`config.mk`:
```
export PLATFORM = sky130hd
export DESIGN_NAME = axi_periph_top
export DESIGN_NICKNAME = d
export VERILOG_FILES = /design/src/axi_periph_pkg.sv /design/src/axi_periph_xbar.sv /design/src/axi_uart.sv /design/src/axi_timer.sv /design/src/axi_periph_top.sv
export VERILOG_INCLUDE_DIRS = /design/src
export SDC_FILE = /design/constraint.sdc
export NUM_CORES = 1
export LEC_CHECK = 0
export ABC_AREA = 1
export BUFFER_PORTS_ARGS = -buffer_cell sky130_fd_sc_hd__buf_2
export CORE_ASPECT_RATIO = 0.8
export CORE_MARGIN = 3
export CORE_UTILIZATION = 46
export DETAILED_ROUTE_END_ITERATION = 8
export PLACE_DENSITY = 0.77
export SLEW_MARGIN = 30
export SYNTH_ARGS = -nofsm -noshare
export SYNTH_HDL_FRONTEND = slang
export SYNTH_SLANG_ARGS = --single-unit
```
`constraint.sdc`:
```
create_clock -name clk -period 3.85 [get_ports clk]
set_input_delay 0.1925 -clock clk [delete_from_list [all_inputs] [get_ports clk]]
set_output_delay 0.1925 -clock clk [all_outputs]
set_load 0.05 [all_outputs]
```
`src/axi_periph_consts.svh`:
```
`ifndef AXI_PERIPH_CONSTS_SVH
`define AXI_PERIPH_CONSTS_SVH

////////////////////
// Address map
////////////////////

`define AXI_UART_BASE      32'h1000_0000
`define AXI_UART_MASK      32'hFFFF_F000   // 4 KB window.
`define AXI_TIMER_BASE     32'h0200_0000
`define AXI_TIMER_MASK     32'hFFFF_0000   // 64 KB window.

////////////////////
// UART
////////////////////

`define UART_CLKS_PER_BIT  8               // Clocks per serial bit.

////////////////////
// AXI response codes
////////////////////

`define AXI_RESP_OKAY      2'b00
`define AXI_RESP_SLVERR    2'b10
`define AXI_RESP_DECERR    2'b11

`endif

```
`src/axi_periph_pkg.sv`:
```
package axi_periph_pkg;

    ////////////////////
    // AXI4-Lite channels
    ////////////////////

    typedef struct packed {
        logic [31:0] addr;
    } axi_ar_t;

    typedef struct packed {
        logic [31:0] addr;
    } axi_aw_t;

    typedef struct packed {
        logic [31:0] data;
        logic [3:0]  strb;
    } axi_w_t;

    typedef struct packed {
        logic [31:0] data;
        logic [1:0]  resp;
    } axi_r_t;

    typedef struct packed {
        logic [1:0] resp;
    } axi_b_t;

    ////////////////////
    // Internal device bus
    ////////////////////

    typedef enum logic {
        OP_READ,
        OP_WRITE
    } periph_op_e;

    typedef struct packed {
        periph_op_e  op;
        logic [11:0] offset;    // Byte offset inside the device window.
        logic [31:0] wdata;
        logic [3:0]  wstrb;
    } periph_req_t;

    typedef struct packed {
        logic [31:0] rdata;
        logic        err;       // Mapped to SLVERR by the xbar.
    } periph_rsp_t;

    typedef enum logic [1:0] {
        TGT_UART,
        TGT_TIMER,
        TGT_NONE
    } periph_tgt_e;

endpackage

```
`src/axi_periph_xbar.sv`:
```
`timescale 1ns/1ps
`include "axi_periph_consts.svh"

module axi_periph_xbar (
    input  logic                         clk,
    input  logic                         rst,

    input  axi_periph_pkg::axi_ar_t      ar,
    input  logic                         arvalid,
    output logic                         arready,

    input  axi_periph_pkg::axi_aw_t      aw,
    input  logic                         awvalid,
    output logic                         awready,

    input  axi_periph_pkg::axi_w_t       w,
    input  logic                         wvalid,
    output logic                         wready,

    output axi_periph_pkg::axi_r_t       r,
    output logic                         rvalid,
    input  logic                         rready,

    output axi_periph_pkg::axi_b_t       b,
    output logic                         bvalid,
    input  logic                         bready,

    output axi_periph_pkg::periph_req_t  uart_req,
    output logic                         uart_req_valid,
    input  axi_periph_pkg::periph_rsp_t  uart_rsp,
    input  logic                         uart_rsp_valid,

    output axi_periph_pkg::periph_req_t  timer_req,
    output logic                         timer_req_valid,
    input  axi_periph_pkg::periph_rsp_t  timer_rsp,
    input  logic                         timer_rsp_valid
);

    typedef enum logic [2:0] {
        ST_IDLE,
        ST_WAIT_W,
        ST_ISSUE,
        ST_WAIT_RSP,
        ST_RESP
    } xbar_state_e;

    xbar_state_e                  state_q;
    axi_periph_pkg::periph_op_e   op_q;
    axi_periph_pkg::periph_tgt_e  tgt_q;
    logic [11:0]                  offset_q;
    logic [31:0]                  wdata_q;
    logic [3:0]                   wstrb_q;
    axi_periph_pkg::axi_r_t       r_q;
    axi_periph_pkg::periph_req_t  req;
    axi_periph_pkg::periph_rsp_t  dev_rsp;
    logic                         dev_rsp_valid;

    function automatic axi_periph_pkg::periph_tgt_e decode(input logic [31:0] addr);
        if ((addr & `AXI_UART_MASK) == `AXI_UART_BASE)
            return axi_periph_pkg::TGT_UART;
        if ((addr & `AXI_TIMER_MASK) == `AXI_TIMER_BASE)
            return axi_periph_pkg::TGT_TIMER;
        return axi_periph_pkg::TGT_NONE;
    endfunction

    assign arready = (state_q == ST_IDLE);
    assign awready = (state_q == ST_IDLE) && !arvalid;   // Reads win a tie.
    assign wready  = (state_q == ST_WAIT_W);
    assign rvalid  = (state_q == ST_RESP) && (op_q == axi_periph_pkg::OP_READ);
    assign bvalid  = (state_q == ST_RESP) && (op_q == axi_periph_pkg::OP_WRITE);
    assign r       = r_q;
    assign b       = '{resp: r_q.resp};

    ////////////////////
    // Device side
    ////////////////////

    assign req = '{op: op_q, offset: offset_q, wdata: wdata_q, wstrb: wstrb_q};

    assign uart_req        = req;
    assign timer_req       = req;
    assign uart_req_valid  = (state_q == ST_ISSUE) && (tgt_q == axi_periph_pkg::TGT_UART);
    assign timer_req_valid = (state_q == ST_ISSUE) && (tgt_q == axi_periph_pkg::TGT_TIMER);

    assign dev_rsp       = (tgt_q == axi_periph_pkg::TGT_TIMER) ? timer_rsp : uart_rsp;
    assign dev_rsp_valid = (tgt_q == axi_periph_pkg::TGT_TIMER) ? timer_rsp_valid :
                           (tgt_q == axi_periph_pkg::TGT_UART)  ? uart_rsp_valid  : 1'b0;

    ////////////////////
    // Control FSM
    ////////////////////

    always_ff @(posedge clk or posedge rst) begin
        if (rst) begin
            state_q  <= ST_IDLE;
            op_q     <= axi_periph_pkg::OP_READ;
            tgt_q    <= axi_periph_pkg::TGT_NONE;
        end else begin
            case (state_q)
                ST_IDLE: begin
                    if (arvalid) begin
                        op_q    <= axi_periph_pkg::OP_READ;
                        tgt_q   <= decode(ar.addr);
                        state_q <= ST_ISSUE;
                    end else if (awvalid) begin
                        op_q    <= axi_periph_pkg::OP_WRITE;
                        tgt_q   <= decode(aw.addr);
                        state_q <= ST_WAIT_W;
                    end
                end
                ST_WAIT_W: begin
                    if (wvalid)
                        state_q <= ST_ISSUE;
                end
                ST_ISSUE: begin
                    if (tgt_q == axi_periph_pkg::TGT_NONE)
                        state_q <= ST_RESP;
                    else
                        state_q <= ST_WAIT_RSP;
                end
                ST_WAIT_RSP: begin
                    if (dev_rsp_valid)
                        state_q <= ST_RESP;
                end
                ST_RESP: begin
                    if ((rvalid && rready) || (bvalid && bready))
                        state_q <= ST_IDLE;
                end
                default: state_q <= ST_IDLE;
            endcase
        end
    end

    // Request and response payload.
    always_ff @(posedge clk) begin
        if (state_q == ST_IDLE && arvalid)
            offset_q <= ar.addr[11:0];
        else if (state_q == ST_IDLE && awvalid)
            offset_q <= aw.addr[11:0];
        if (state_q == ST_WAIT_W && wvalid) begin
            wdata_q <= w.data;
            wstrb_q <= w.strb;
        end
        if (state_q == ST_ISSUE && tgt_q == axi_periph_pkg::TGT_NONE) begin
            r_q.data <= 32'h0;
            r_q.resp <= `AXI_RESP_DECERR;
        end
        if (state_q == ST_WAIT_RSP && dev_rsp_valid) begin
            r_q.data <= dev_rsp.rdata;
            r_q.resp <= dev_rsp.err ? `AXI_RESP_SLVERR : `AXI_RESP_OKAY;
        end
    end

    a_one_response: assert property (@(posedge clk) disable iff (rst) !(rvalid && bvalid));

    a_uart_strobe: assert property (@(posedge clk) disable iff (rst)
        uart_req_valid |=> !uart_req_valid);

    a_timer_strobe: assert property (@(posedge clk) disable iff (rst)
        timer_req_valid |=> !timer_req_valid);

endmodule

```
`src/axi_uart.sv`:
```
`timescale 1ns/1ps
`include "axi_periph_consts.svh"

module axi_uart #(
    parameter int CLKS_PER_BIT = `UART_CLKS_PER_BIT
) (
    input  logic                         clk,
    input  logic                         rst,
    input  axi_periph_pkg::periph_req_t  req,
    input  logic                         req_valid,
    output axi_periph_pkg::periph_rsp_t  rsp,
    output logic                         rsp_valid,
    output logic                         tx
);

    localparam int CNT_W = (CLKS_PER_BIT > 1) ? $clog2(CLKS_PER_BIT) : 1;

    typedef enum logic [1:0] {
        TX_IDLE,
        TX_START,
        TX_DATA,
        TX_STOP
    } tx_state_e;

    tx_state_e                    state_q;
    logic [CNT_W-1:0]             clk_cnt_q;
    logic [2:0]                   bit_cnt_q;
    logic [7:0]                   hold_q;
    logic                         hold_full_q;
    logic [7:0]                   shift_q;
    logic                         tx_q;
    logic                         bit_done;
    logic                         busy;
    logic                         load_hold;
    logic                         take_hold;
    axi_periph_pkg::periph_rsp_t  rsp_d;
    axi_periph_pkg::periph_rsp_t  rsp_q;
    logic                         rsp_valid_q;

    assign busy      = (state_q != TX_IDLE);
    assign bit_done  = (clk_cnt_q == CNT_W'(CLKS_PER_BIT - 1));
    assign take_hold = (state_q == TX_IDLE) && hold_full_q;
    assign tx        = tx_q;
    assign rsp       = rsp_q;
    assign rsp_valid = rsp_valid_q;

    ////////////////////
    // Register access
    ////////////////////

    always_comb begin
        load_hold   = 1'b0;
        rsp_d.rdata = 32'h0;
        rsp_d.err   = 1'b0;
        case (req.offset)
            12'h000: begin   // TXDATA, reads as zero.
                if (req.op == axi_periph_pkg::OP_WRITE && req.wstrb[0]) begin
                    if (hold_full_q)
                        rsp_d.err = 1'b1;
                    else
                        load_hold = req_valid;
                end
            end
            12'h004: rsp_d.rdata = {30'h0, busy, hold_full_q};   // STATUS.
            default: rsp_d.err = 1'b1;
        endcase
    end

    always_ff @(posedge clk) begin
        if (req_valid)
            rsp_q <= rsp_d;
        if (load_hold)
            hold_q <= req.wdata[7:0];
    end

    always_ff @(posedge clk or posedge rst) begin
        if (rst) begin
            rsp_valid_q <= 1'b0;
            hold_full_q <= 1'b0;
        end else begin
            rsp_valid_q <= req_valid;
            if (take_hold)
                hold_full_q <= 1'b0;
            else if (load_hold)
                hold_full_q <= 1'b1;
        end
    end

    ////////////////////
    // Serializer
    ////////////////////

    always_ff @(posedge clk) begin
        if (take_hold)
            shift_q <= hold_q;
        else if (state_q == TX_DATA && bit_done)
            shift_q <= shift_q >> 1;   // LSB first.
    end

    always_ff @(posedge clk or posedge rst) begin
        if (rst) begin
            state_q   <= TX_IDLE;
            clk_cnt_q <= '0;
            bit_cnt_q <= 3'd0;
            tx_q      <= 1'b1;
        end else begin
            if (state_q == TX_IDLE || bit_done)
                clk_cnt_q <= '0;
            else
                clk_cnt_q <= clk_cnt_q + 1'b1;
            case (state_q)
                TX_IDLE: begin
                    if (hold_full_q) begin
                        state_q <= TX_START;
                        tx_q    <= 1'b0;   // Start bit.
                    end
                end
                TX_START: begin
                    if (bit_done) begin
                        state_q   <= TX_DATA;
                        bit_cnt_q <= 3'd0;
                        tx_q      <= shift_q[0];
                    end
                end
                TX_DATA: begin
                    if (bit_done) begin
                        if (bit_cnt_q == 3'd7) begin
                            state_q <= TX_STOP;
                            tx_q    <= 1'b1;
                        end else begin
                            bit_cnt_q <= bit_cnt_q + 3'd1;
                            tx_q      <= shift_q[1];
                        end
                    end
                end
                TX_STOP: begin
                    if (bit_done)
                        state_q <= TX_IDLE;
                end
                default: state_q <= TX_IDLE;
            endcase
        end
    end

    a_idle_line: assert property (@(posedge clk) disable iff (rst) (state_q == TX_IDLE) |-> tx);

endmodule

```
`src/axi_timer.sv`:
```
`timescale 1ns/1ps

module axi_timer (
    input  logic                         clk,
    input  logic                         rst,
    input  axi_periph_pkg::periph_req_t  req,
    input  logic                         req_valid,
    output axi_periph_pkg::periph_rsp_t  rsp,
    output logic                         rsp_valid,
    output logic                         timer_irq
);

    logic [63:0]                  mtime_q;
    logic [63:0]                  mtimecmp_q;
    logic                         irq_q;
    logic                         wr;
    axi_periph_pkg::periph_rsp_t  rsp_d;
    axi_periph_pkg::periph_rsp_t  rsp_q;
    logic                         rsp_valid_q;

    function automatic logic [31:0] merge(input logic [31:0] old,
                                          input logic [31:0] wdata,
                                          input logic [3:0]  strb);
        logic [31:0] res;
        res = old;
        for (int i = 0; i < 4; i++) begin
            if (strb[i])
                res[8*i +: 8] = wdata[8*i +: 8];
        end
        return res;
    endfunction

    assign wr        = req_valid && (req.op == axi_periph_pkg::OP_WRITE);
    assign rsp       = rsp_q;
    assign rsp_valid = rsp_valid_q;
    assign timer_irq = irq_q;

    always_comb begin
        rsp_d.err = 1'b0;
        case (req.offset)
            12'h000: rsp_d.rdata = mtime_q[31:0];
            12'h004: rsp_d.rdata = mtime_q[63:32];
            12'h008: rsp_d.rdata = mtimecmp_q[31:0];
            12'h00C: rsp_d.rdata = mtimecmp_q[63:32];
            default: begin
                rsp_d.rdata = 32'h0;
                rsp_d.err   = 1'b1;
            end
        endcase
    end

    always_ff @(posedge clk) begin
        if (req_valid)
            rsp_q <= rsp_d;
    end

    always_ff @(posedge clk or posedge rst) begin
        if (rst) begin
            mtime_q     <= 64'h0;
            mtimecmp_q  <= '1;   // Keeps the interrupt low until programmed.
            irq_q       <= 1'b0;
            rsp_valid_q <= 1'b0;
        end else begin
            rsp_valid_q <= req_valid;
            if (wr && req.offset == 12'h000)
                mtime_q <= {mtime_q[63:32], merge(mtime_q[31:0], req.wdata, req.wstrb)};
            else if (wr && req.offset == 12'h004)
                mtime_q <= {merge(mtime_q[63:32], req.wdata, req.wstrb), mtime_q[31:0]};
            else
                mtime_q <= mtime_q + 64'd1;
            if (wr && req.offset == 12'h008)
                mtimecmp_q[31:0] <= merge(mtimecmp_q[31:0], req.wdata, req.wstrb);
            if (wr && req.offset == 12'h00C)
                mtimecmp_q[63:32] <= merge(mtimecmp_q[63:32], req.wdata, req.wstrb);
            irq_q <= (mtime_q >= mtimecmp_q);
        end
    end

endmodule

```
`src/axi_periph_top.sv`:
```
`timescale 1ns/1ps

module axi_periph_top (
    input  logic                     clk,
    input  logic                     rst,

    input  axi_periph_pkg::axi_ar_t  ar,
    input  logic                     arvalid,
    output logic                     arready,

    input  axi_periph_pkg::axi_aw_t  aw,
    input  logic                     awvalid,
    output logic                     awready,

    input  axi_periph_pkg::axi_w_t   w,
    input  logic                     wvalid,
    output logic                     wready,

    output axi_periph_pkg::axi_r_t   r,
    output logic                     rvalid,
    input  logic                     rready,

    output axi_periph_pkg::axi_b_t   b,
    output logic                     bvalid,
    input  logic                     bready,

    output logic                     tx,
    output logic                     timer_irq
);

    axi_periph_pkg::periph_req_t  uart_req;
    logic                         uart_req_valid;
    axi_periph_pkg::periph_rsp_t  uart_rsp;
    logic                         uart_rsp_valid;
    axi_periph_pkg::periph_req_t  timer_req;
    logic                         timer_req_valid;
    axi_periph_pkg::periph_rsp_t  timer_rsp;
    logic                         timer_rsp_valid;

    axi_periph_xbar u_xbar (
        .clk             (clk),
        .rst             (rst),
        .ar              (ar),
        .arvalid         (arvalid),
        .arready         (arready),
        .aw              (aw),
        .awvalid         (awvalid),
        .awready         (awready),
        .w               (w),
        .wvalid          (wvalid),
        .wready          (wready),
        .r               (r),
        .rvalid          (rvalid),
        .rready          (rready),
        .b               (b),
        .bvalid          (bvalid),
        .bready          (bready),
        .uart_req        (uart_req),
        .uart_req_valid  (uart_req_valid),
        .uart_rsp        (uart_rsp),
        .uart_rsp_valid  (uart_rsp_valid),
        .timer_req       (timer_req),
        .timer_req_valid (timer_req_valid),
        .timer_rsp       (timer_rsp),
        .timer_rsp_valid (timer_rsp_valid)
    );

    axi_uart u_uart (
        .clk       (clk),
        .rst       (rst),
        .req       (uart_req),
        .req_valid (uart_req_valid),
        .rsp       (uart_rsp),
        .rsp_valid (uart_rsp_valid),
        .tx        (tx)
    );

    axi_timer u_timer (
        .clk       (clk),
        .rst       (rst),
        .req       (timer_req),
        .req_valid (timer_req_valid),
        .rsp       (timer_rsp),
        .rsp_valid (timer_rsp_valid),
        .timer_irq (timer_irq)
    );

endmodule

```
Word level (Yosys, flattened, before mapping)
Index checks and enable logic that the tools add are counted.

Add/subtract/negate cells: 3. Magnitude comparators: 1. Equality and inequality tests: 37. Mux-type cells: 77. Bitwise operators: 2. Reduce and logical (&&, ||, !) cells: 57.

Operator list (number): $pmux 32 s4 (1); $mux 34 (2); $add 64x1->64 const B (1); $ge 64x64->1 (1); $mux 64 (1); $mux 8 (6); $eq 20x17->1 const B (2); $reduce_and 2->1 (17); $mux 33 (1); $eq 16x10->1 const B (2); $mux 1 (32); $mux 2 (16); $mux 32 (1); $mux 3 (10); $eq 12x4->1 const B (2); $mux 12 (2); $ne 2x2->1 const B (12); $logic_and 1x1->1 (20); $pmux 3 s5 (1); $reduce_bool 2->1 (7); $eq 12x3->1 const B (1); $logic_not 12->1 (1); $ne 2x1->1 const B (6); $reduce_and 4->1 (3); 19 further kinds (29).

Register bits: 311. Input bits: 107. Word-level logic and storage cells: 216.

Logic depth before layout (Yosys ltp)
Gate-level depths: netlist of run 1.

Depth after elaboration: 13. Gate-level depth with buffers: 15. Depth with buffers taken out: 15.

By module
A second synthesis of run 1 with hierarchy kept.

Cells, all modules: 2125. Area total of the unflattened synthesis: 17295.3 µm².

By module, submodules not included: axi_timer (instances 1, cells each 1558, area each 11402.2 µm², sequential area each 4324.1 µm²); axi_periph_xbar (instances 1, cells each 409, area each 4300.4 µm², sequential area each 2613.8 µm²); axi_uart (instances 1, cells each 158, area each 1592.8 µm², sequential area each 847.1 µm²).

Worst setup path after synthesis of run 1
OpenSTA, ideal clock, no wires.

Path kind: register to register. Start point: register u_xbar.state_q[2]. End point: register u_xbar.wdata_q[0] (enable). Library setup time: 0.429 ns. Arrival time: 3.334 ns. Required time: 3.421 ns. Path slack: 0.086 ns. Cell stages (with the launch flop): 4. Path through: dfrtp_1 nor3_1 inv_1 nor2_1.

Longest elaborated chain between the ends: 2.

Ends and longest elaborated chain: start, declared (line axi_periph_xbar.sv:47) `xbar_state_e state_q;`; start signal, assigned (line axi_periph_xbar.sv:95) `state_q <= ST_IDLE;`; start signal, assigned (line axi_periph_xbar.sv:104) `state_q <= ST_ISSUE;`; start signal, assigned (line axi_periph_xbar.sv:108) `state_q <= ST_WAIT_W;`; $eq 3x1->1; via wready (line axi_periph_top.sv:17) `output logic wready,`; $logic_and 1x1->1 (line axi_periph_xbar.sv:140) `if (state_q == ST_WAIT_W && wvalid) begin`; end signal, assigned (line axi_periph_xbar.sv:141) `wdata_q <= w.data;`; end, declared (line axi_periph_xbar.sv:51) `logic [31:0] wdata_q;`.

The timed path passes the listed nets, and every way through them passes these cells. A chain may end at the register's enable or synchronous reset.

Worst setup path in the final report of run 1
Start point: register u_xbar.offset_q[9]. End point: register u_timer.mtime_q[21].

Longest elaborated chain between the ends: 4. Elaborated cells between the ends (all ways): 8. Those cells by class: 3 x eq/ne; 1 x mux; 4 x reduce/logical.

Ends and longest elaborated chain: start, declared (line axi_periph_xbar.sv:50) `logic [11:0] offset_q;`; start signal, assigned (line axi_periph_xbar.sv:137) `offset_q <= ar.addr[11:0];`; start signal, assigned (line axi_periph_xbar.sv:139) `offset_q <= aw.addr[11:0];`; $eq 12x3->1 or $logic_not 12->1 (tied branches) (line axi_timer.sv:67, axi_timer.sv:65); $logic_and 1x1->1, on equally long branches (line axi_timer.sv:67, axi_timer.sv:65); $ne 2x1->1 (no line) or $ne 2x2->1 (tied branches); $reduce_and 2->1 (no line); end signal, assigned (line axi_timer.sv:66) `mtime_q <= {mtime_q[63:32], merge(mtime_q[31:0], req.wdata, req.wstrb)};`; end signal, assigned (line axi_timer.sv:68) `mtime_q <= {merge(mtime_q[63:32], req.wdata, req.wstrb), mtime_q[31:0]};`; end signal, assigned (line axi_timer.sv:70) `mtime_q <= mtime_q + 64'd1;`; end, declared (line axi_timer.sv:13) `logic [63:0] mtime_q;`.

Several ways; a longest one is shown, not always the timed one.

==> results.md, run 1 <==
- Peak supply drop: 0.350 mV
- Post-Synthesis Cell Area: 0.0161 sq mm
- I/O Pins: 150
- Critical Path Slowest Stage Cell: sky130_fd_sc_hd__inv_2
- Relative contribution of combinational cells to total power: 0.165
- Average vias per placed instance: 5.44
- Clock tree from TritonCTS: done
- Post-detailed-route wirelength per cell: 19.5 um
- Internal cell power: 5.39 mW
- CP startpoint: u_xbar.offset_q[9]
- WP data required: 4.32 ns
- Yosys cell types: 41
- Wire length of the first global-routing pass: 82.7 mm
- Cell at the root of the clock tree: sky130_fd_sc_hd__clkbuf_16
- Highest Clock Rate: 386 MHz
- Number of sinks driven by the clock tree: 281
- Max Root-Sink Buffers: 3
- Final count of pins violating max slew: 0
- Average cell area after synthesis: 7.84 sq um
- Final number of hold-violating endpoints: 0
- Number of port buffers: 149
- Fraction of synthesis flops using an asynchronous set or reset pin: 0.523
- Remaining Overflow, GRT: 0
- Outcome: completed
- Data arrival, critical path: 3.06 ns
- Post-route clock period utilization: 0.673
- Worst hold-check path type: primary input to flip-flop
- End point of the critical path: u_timer.mtime_q[21]
- Layout Area Growth over Synthesis: 17.8%
- Total of endpoints with negative setup slack in the final report: 0
- Net count after synthesis: 2235
- Depth of the most critical reg-to-reg path: 10
- Maximum number of pins on one net before global-route repair: 148
- Post-detailed-route DRC marker count: 0
- Leak Pwr: 7.94 nW
- Core footprint: 0.0341 sq mm
- Top cell type by total area after synthesis: sky130_fd_sc_hd__edfxtp_1
- Number of buffers inserted for hold repair after clock tree synthesis: 65
- Filler instances: 3140
- Die span in x: 215 um
- Number of gates resized after cts: 0
- Number of cell rows: 60
- Actual slew at the worst max-slew pin: 0.960 ns
- Dpl cell area: 0.0174 sq mm
- Setup repair after global routing missed its margin: no
- Internal reg-to-reg setup slack: 1.26 ns
- Number of standard cells in the final layout excluding fillers: 2756
- Number of buffers inserted by post-CTS setup repair: 0
- Worst r2r dst: u_timer.mtime_q[21]
- Worst-case hold slack: 0.0436 ns
- Clk slew on worst S/H paths: 0.07 ns
- Worst slew margin: 0.360
- Count of mapped cells out of synthesis: 2054
- Clk_skew: 0.0369 ns
- Critical path cell sequence: nor2_1 > nand2_1 > nor2_4 > nand2_2 > inv_2 > nand2_1 > nand2_1 > o21ai_0 > nand2_1 > nand3_1
- Switching part of the total: 0.308
- Post-placement cell count: 2637
- Gate family responsible for the most delay along the worst path: simple AND/OR/NAND/NOR gates
- Count of inserted antenna diode cells: 0
- Launch point of the worst reg-to-reg path: u_xbar.offset_q[9]
- DP Wirelength: 39.8 mm
- Sum of negative setup slack: 0 ns
- Starting density of the core: 0.473
- Buffering stage count on the worst path with inverters included: 1
- Time the worst path needs with I/O delays and setup: 2.59 ns
- Nature of the critical path startpoint: flip-flop
- Proportion of layout cells with a drive suffix above 1: 0.137
- Critical path endpoint category: flip-flop
- Pre-CTS setup slack: 1.35 ns
- Switching power of the nets: 2.40 mW
- Seq/Total Area, Yosys: 0.483
- Clock insertion delay at the later pin of the skew report: 0.60 ns
- Number of gates on the worst path with buffers counted: 10
- CTS H-tree depth: 1
- Fraction of post-synthesis cell area in the top cell type by area: 0.250
- Synthesis-stage register bit count: 281
- Num CTS Buffers: 29
- Die area: 0.0373 sq mm
- # nets final: 2449
- Worst Path Max Fanout: 18
- EDFF count, synth: 134
- Initial detailed-routing violation count: 1790
- Die height: 173 um
- Pwr per Cell Area: 411 mW/mm^2
- Sequential share of power: 0.465
- Synth Warn #: 0
- Finished layout cell area: 0.0190 sq mm
- Clk network pwr share: 0.370
- Overall fraction of global-route tracks in use: 0.283
- Post-synth top flop: sky130_fd_sc_hd__edfxtp_1
- MaxCap Viol Count: 0
- Largest stage delay, worst path: 0.47 ns
- Critical path's most frequent cell: sky130_fd_sc_hd__nand2_1
- Residual antenna-violating net count after detailed routing: 0
- Number of global-route vias before repair: 14400
- Min setup slack post-route: 1.26 ns
- Initial antenna violation count: 0
- Number of search-and-repair iterations in the first detailed-routing pass: 6
- Synth area leaders: sky130_fd_sc_hd__edfxtp_1 (25%), sky130_fd_sc_hd__nand2_1 (14%), sky130_fd_sc_hd__dfrtp_1 (13%), sky130_fd_sc_hd__dfstp_2 (11%), sky130_fd_sc_hd__inv_1 (6.9%)
- Post-detailed-routing wire length: 53.7 mm
- Worst Setup Path Type: flip-flop to flip-flop
- Total via count in the routed design: 15000
- Weighted congestion reported at the end of routability-driven placement: 1.02
## metrics by stage
stage | util | power, mW
3_5_place_dp | 0.509 | 4.86
2_1_floorplan | - | 4.47
6_report | 0.557 | 7.80
5_1_grt | 0.557 | 8.08
3_3_place_gp | 0.509 | 4.82
4_1_cts | 0.557 | 7.84
## cell type report
type                    count  area [sq um]  share of cell area
multi-input cells        1425          6970               0.367
flip-flops and latches    281          7780               0.410
clock buffers              32           747              0.0394
clock inverters            22           223              0.0117
inverters                 303          1140              0.0601
repair buffers            228          1530              0.0804
well taps                 465           582              0.0307
## synth_stat cells (all sizes together) (2+ instances only)
| master | number |
|---|---|
| buf | 25 |
| nor2 | 276 |
| a31oi | 2 |
| edfxtp | 134 |
| a21oi | 40 |
| ha | 74 |
| dfrtp | 81 |
| xor2 | 6 |
| nand4 | 23 |
| inv | 303 |
| xnor2 | 4 |
| dfstp | 66 |
| o211ai | 12 |
| nor3 | 12 |
| nor4 | 3 |
| o21ai | 151 |
| clkbuf | 20 |
| a21o | 3 |
| o22ai | 23 |
| nand2 | 623 |
| o21a | 2 |
| o221ai | 32 |
| nand3 | 135 |
## worst min-delay path: stages
cell	delay, ns
sky130_fd_sc_hd__buf_2	0.10
sky130_fd_sc_hd__inv_1	0.06
sky130_fd_sc_hd__nor2_1	0.06
sky130_fd_sc_hd__o21a_1	0.16
## worst min-delay path by stage
stage | start | endpoint | slack [ns] | cells past startpoint
floorplan | w[4] | u_xbar.wdata_q[0] | 0.29 | 0
global route | awvalid | u_xbar.op_q | 0.06 | 4
CTS | awvalid | u_xbar.op_q | 0.03 | 4
detailed placement | w[13] | u_xbar.wdata_q[9] | 0.37 | 1
global placement | w[13] | u_xbar.wdata_q[9] | 0.37 | 1
finish | awvalid | u_xbar.op_q | 0.04 | 4
## flip-flops by register name, summed over array words and instances, names as in the netlist, 8 cells and up
register,cells
u_uart.hold_q,8
u_xbar.r,32
u_timer.rsp,33
u_timer.mtime_q,64
u_xbar.wdata_q,32
u_timer.mtimecmp_q,64
u_uart.shift_q,8
u_xbar.offset_q,12
## routing by layer
layer / GRT usage / up-vias / routed length, um
met5: 0 / - / 0
met4: 0.0669 / 0 / 1350
met3: 0.0664 / 102 / 5910
met2: 0.426 / 764 / 22900
met1: 0.415 / 7021 / 23500
li1: - / 7094 / -
## cells in the final DEF (no fill, tap or decap), drive strengths merged, types with 3 or more instances in the layout
cell         instances
a21o                 3
a21oi               40
buf                163
clkbuf              32
clkinv               8
clkinvlp             7
dfrtp               81
dfstp               66
dlygate4sd3         65
edfxtp             134
ha                  74
inv                308
nand2              623
nand3              135
nand4               23
nor2               276
nor3                12
nor4                 3
o211ai              12
o21ai              151
o221ai              32
o22ai               23
xnor2                4
xor2                 6
## power groups by stage
| stage | clock [mW] | combinational (mW) | sequential [mW] |
|---|---|---|---|
| floorplan | 0 | 0.575 | 3.90 |
| global placement | 0 | 1.15 | 3.67 |
| detailed placement | 0 | 1.19 | 3.67 |
| CTS | 2.93 | 1.29 | 3.62 |
| global route | 3.04 | 1.40 | 3.64 |
| finish | 2.89 | 1.29 | 3.62 |
## cells by family after synthesis
logic type | after synthesis | synth area share
and+or+nand+nor | 1073 | 0.272
buffers and inverters | 348 | 0.0843
DFF | 281 | 0.483
AOI/OAI and AO/OA | 268 | 0.0970
adders and majority gates | 74 | 0.0575
xor gates and xnor gates | 10 | 0.00544
No activity file was read; power rests on OpenSTA's default activity.
==> run 2, diff against run 1 <==
--- a/config.mk
+++ b/config.mk
@@ -6,13 +6,13 @@
 export SDC_FILE = /design/constraint.sdc
 export NUM_CORES = 1
 export LEC_CHECK = 0
-export ABC_AREA = 1
+export ABC_AREA = 0
 export BUFFER_PORTS_ARGS = -buffer_cell sky130_fd_sc_hd__buf_2
 export CORE_ASPECT_RATIO = 0.8
 export CORE_MARGIN = 3
 export CORE_UTILIZATION = 46
 export DETAILED_ROUTE_END_ITERATION = 8
-export PLACE_DENSITY = 0.77
+export PLACE_DENSITY = 0.75
 export SLEW_MARGIN = 30
 export SYNTH_ARGS = -nofsm -noshare
 export SYNTH_HDL_FRONTEND = slang
==> constraint.sdc (replaced) <==
create_clock -name clk -period 2.4 [get_ports clk]
set_input_delay 0.12 -clock clk [delete_from_list [all_inputs] [get_ports clk]]
set_output_delay 0.12 -clock clk [all_outputs]
set_load 0.05 [all_outputs]
==> run 2 against run 1 <==
Register-to-register slack worse by 1.2 ns. Count of clock-buffer cells in the layout is 13 higher. Non-clock buffer count grew 96. Hold slack got worse by 0.017 ns. Synthesized area fell by 8.0%. Via count down 20%. Combinational power up 100%. Cell count fell by 25%. Die area fell by 7.8%. Critical path depth is 2 lower. Total power grew 66%.
==> results.md, run 2 <==
- Outcome: completed
- Post-detailed-route DRC marker count: 0 (unchanged)
- Relative contribution of combinational cells to total power: 0.200 (+0.035)
- Switching power of the nets: 3.85 mW (+60%)
- Worst Path Max Fanout: 6 (-12)
- Number of search-and-repair iterations in the first detailed-routing pass: 6 (unchanged)
- WP data required: 2.82 ns (-1.50 ns)
- Final count of pins violating max slew: 0 (unchanged)
- Count of inserted antenna diode cells: 0 (unchanged)
- Core footprint: 0.0316 sq mm (-7.4%)
- Post-Synthesis Cell Area: 0.0148 sq mm (-8.0%)
- CP startpoint: u_timer.mtime_q[47]
- Post-detailed-route wirelength per cell: 20.0 um (+2.7%)
- Yosys cell types: 67 (+63%)
- Actual slew at the worst max-slew pin: 0.861 ns (-0.0991 ns)
- Die height: 167 um (-4.0%)
- Number of cell rows: 58 (-3.3%)
- Post-placement cell count: 1942 (-26%)
- Overall fraction of global-route tracks in use: 0.242 (-0.0407)
- Average cell area after synthesis: 11.3 sq um (+44%)
- Maximum number of pins on one net before global-route repair: 43 (-71%)
- Synth Warn #: 0 (unchanged)
- CTS H-tree depth: 1 (unchanged)
- Clock tree from TritonCTS: done
- Starting density of the core: 0.469 (-0.00329)
- Worst Setup Path Type: flip-flop to flip-flop
- Max Root-Sink Buffers: 3 (unchanged)
- Internal cell power: 9.08 mW (+68%)
- Sum of negative setup slack: 0 ns (unchanged)
- Critical path cell sequence: buf_4 > and3_1 > and4_1 > nand2_1 > buf_4 > nor3_1 > a21oi_1 > or3_1
- Die span in x: 207 um (-4.0%)
- Number of sinks driven by the clock tree: 281 (unchanged)
- Utilization of the core after routing: 0.588 (+0.0314)
- Data arrival, critical path: 2.77 ns (-0.29 ns)
- Worst-case hold slack: 0.0263 ns (-0.0173 ns)
- Critical path's most frequent cell: sky130_fd_sc_hd__buf_4
- Net count after synthesis: 1497 (-33%)
- Initial detailed-routing violation count: 1234 (-31%)
- Num CTS Buffers: 29 (unchanged)
- Finished layout cell area: 0.0186 sq mm (-2.1%)
- Synthesis-stage register bit count: 281 (unchanged)
- Worst hold-check path type: primary input to flip-flop
- Switching part of the total: 0.298 (-0.0104)
- Internal reg-to-reg setup slack: 0.06 ns (-1.20 ns)
- Proportion of layout cells with a drive suffix above 1: 0.300 (+0.163)
- Critical path endpoint category: flip-flop
- Top cells by count, synth: sky130_fd_sc_hd__edfxtp_1 (134), sky130_fd_sc_hd__nand2_1 (127), sky130_fd_sc_hd__inv_1 (88), sky130_fd_sc_hd__dfrtp_1 (81), sky130_fd_sc_hd__nor2_1 (80)
- Dpl cell area: 0.0169 sq mm (-2.9%)
- Peak supply drop: 0.619 mV (+77%)
- Clock insertion delay at the later pin of the skew report: 0.55 ns (-0.05 ns)
- Min setup slack post-route: 0.0566 ns (-1.20 ns)
- Pwr per Cell Area: 696 mW/mm^2 (+69%)
- Weighted congestion reported at the end of routability-driven placement: 0.990 (-2.5%)
- Sequential share of power: 0.452 (-0.013)
- Fraction of synthesis flops using an asynchronous set or reset pin: 0.523 (unchanged)
- Nature of the critical path startpoint: flip-flop
- Post-detailed-routing wire length: 41.3 mm (-23%)
- Count of mapped cells out of synthesis: 1316 (-36%)
- Post-synth top flop: sky130_fd_sc_hd__edfxtp_1
- Depth of the most critical reg-to-reg path: 8 (-2)
- Setup repair after global routing missed its margin: no
- Number of global-route vias before repair: 12100 (-16%)
- Highest Clock Rate: 427 MHz (+11%)
- Initial antenna violation count: 1 (+1)
- Top cell type by total area after synthesis: sky130_fd_sc_hd__edfxtp_1
- Clk network pwr share: 0.348 (-0.022)
- Number of standard cells in the final layout excluding fillers: 2064 (-25%)
- Synth area leaders: sky130_fd_sc_hd__edfxtp_1 (27%), sky130_fd_sc_hd__dfrtp_1 (14%), sky130_fd_sc_hd__dfstp_2 (12%), sky130_fd_sc_hd__ha_1 (6.2%), sky130_fd_sc_hd__mux4_2 (4.9%)
- Residual antenna-violating net count after detailed routing: 0 (unchanged)
- Fraction of post-synthesis cell area in the top cell type by area: 0.272 (+0.0218)
- Filler instances: 2589 (-18%)
- Clk_skew: 0.00800 ns (-0.0289 ns)
- Most frequent cells in the layout: sky130_fd_sc_hd__buf_2 (149), sky130_fd_sc_hd__edfxtp_1 (134), sky130_fd_sc_hd__nand2_1 (124)
- Leak Pwr: 7.61 nW (-4.1%)
- Clk slew on worst S/H paths: 0.06 ns (about the same)
- Total of endpoints with negative setup slack in the final report: 0 (unchanged)
- Remaining Overflow, GRT: 0 (unchanged)
- Die area: 0.0344 sq mm (-7.8%)
- Largest stage delay, worst path: 0.38 ns (-0.09 ns)
- Total via count in the routed design: 12000 (-20%)
- # nets final: 1803 (-26%)
- MaxCap Viol Count: 0 (unchanged)
- Average vias per placed instance: 5.82 (+7.0%)
- Seq/Total Area, Yosys: 0.525 (+0.0422)
- Wire length of the first global-routing pass: 66.4 mm (-20%)
- Worst slew margin: 0.425 (+0.0649)
- Critical Path Slowest Stage Cell: sky130_fd_sc_hd__dfrtp_1
- End point of the critical path: u_timer.mtime_q[61]
- Post-route clock period utilization: 0.976 (+0.304)
- Time the worst path needs with I/O delays and setup: 2.34 ns (-0.247 ns)
- EDFF count, synth: 134 (unchanged)
- Pre-CTS setup slack: 0.00830 ns (-1.34 ns)
- DP Wirelength: 29.8 mm (-25%)
- Most common library cell in the layout ignoring fill and taps: sky130_fd_sc_hd__buf_2
- Cell at the root of the clock tree: sky130_fd_sc_hd__clkbuf_16
- Final number of hold-violating endpoints: 0 (unchanged)
- Most instantiated library cell after synthesis: sky130_fd_sc_hd__edfxtp_1
- Launch point of the worst reg-to-reg path: u_timer.mtime_q[47]
- Worst r2r dst: u_timer.mtime_q[61]
- I/O Pins: 150 (unchanged)
- Number of port buffers: 149 (unchanged)
- Layout Area Growth over Synthesis: 25.3%
- Power, Total: 12.9 mW (+66%)
run 2: cell types whose count changed after synthesis, sizes merged, moves of 27 or more:
cell	before	now
nor3	12	39
a211oi	0	41
mux4	0	32
o221ai	32	0
nor2	276	80
nand3	135	32
inv	303	89
o21ai	151	67
mux2	0	52
and2	0	81
nand2	623	128
run 2: logic make-up after synthesis:
kind of cell | Yosys count | synth area share
compound gates | 247 | 0.107
buf+inv | 138 | 0.0370
simple gates | 487 | 0.176
mux | 89 | 0.0915
fa+ha+maj | 74 | 0.0625
flops | 281 | 0.525
run 2: layout make-up:
class | count | area, sq um | area share
clock inverters | 8 | 118 | 0.00633
flip-flops and latches | 281 | 7790 | 0.419
clock buffers | 45 | 816 | 0.0439
multi-input cells | 897 | 6600 | 0.356
well taps | 420 | 526 | 0.0283
repair buffers | 324 | 2380 | 0.128
inverters | 89 | 338 | 0.0182
run 2: routing by layer:
layer  routed length, um  global-route usage
met3                3470              0.0487
met1               18600               0.360
met5                   0                   0
met2               18400               0.368
met4                 924              0.0540
run 2: repair_timing:
item / in CTS / in global routing
setup buffers: 0 / 1
endpoints found under the hold margin: 69 / 0
gates resized for setup: 0 / 27
hold buffers: 68 / 0
endpoints found under the setup margin: 0 / 101
run 2: power groups by stage:
stage               combinational (mW)  clock, mW  sequential (mW)
CTS                               2.61       4.59             5.84
floorplan                         1.25          0             6.36
global route                      2.81       4.79             5.88
global placement                  2.45          0             5.92
detailed placement                2.50          0             5.93
finish                            2.59       4.50             5.84
run 2: how the worst min path moves through the flow:
stage,startpoint,endpoint,slack (ns),depth (start not counted)
3_5_place_dp,w[7],u_xbar.wdata_q[3],0.30,1
4_1_cts,wvalid,u_xbar.state_q[1],0.005,4
6_report,wvalid,u_xbar.state_q[1],0.03,4
2_1_floorplan,w[4],u_xbar.wdata_q[0],0.22,0
3_3_place_gp,w[32],u_xbar.wdata_q[28],0.30,1
5_1_grt,wvalid,u_xbar.state_q[1],0.06,4
run 2: worst max-delay path: cells and delay by family (launching register included):
family                 cells  cell delay, ns
flip-flops                 1            0.38
AND/OR/NAND/NOR            5            1.35
AO/OA/AOI/OAI              1            0.13
buffers and inverters      2            0.36
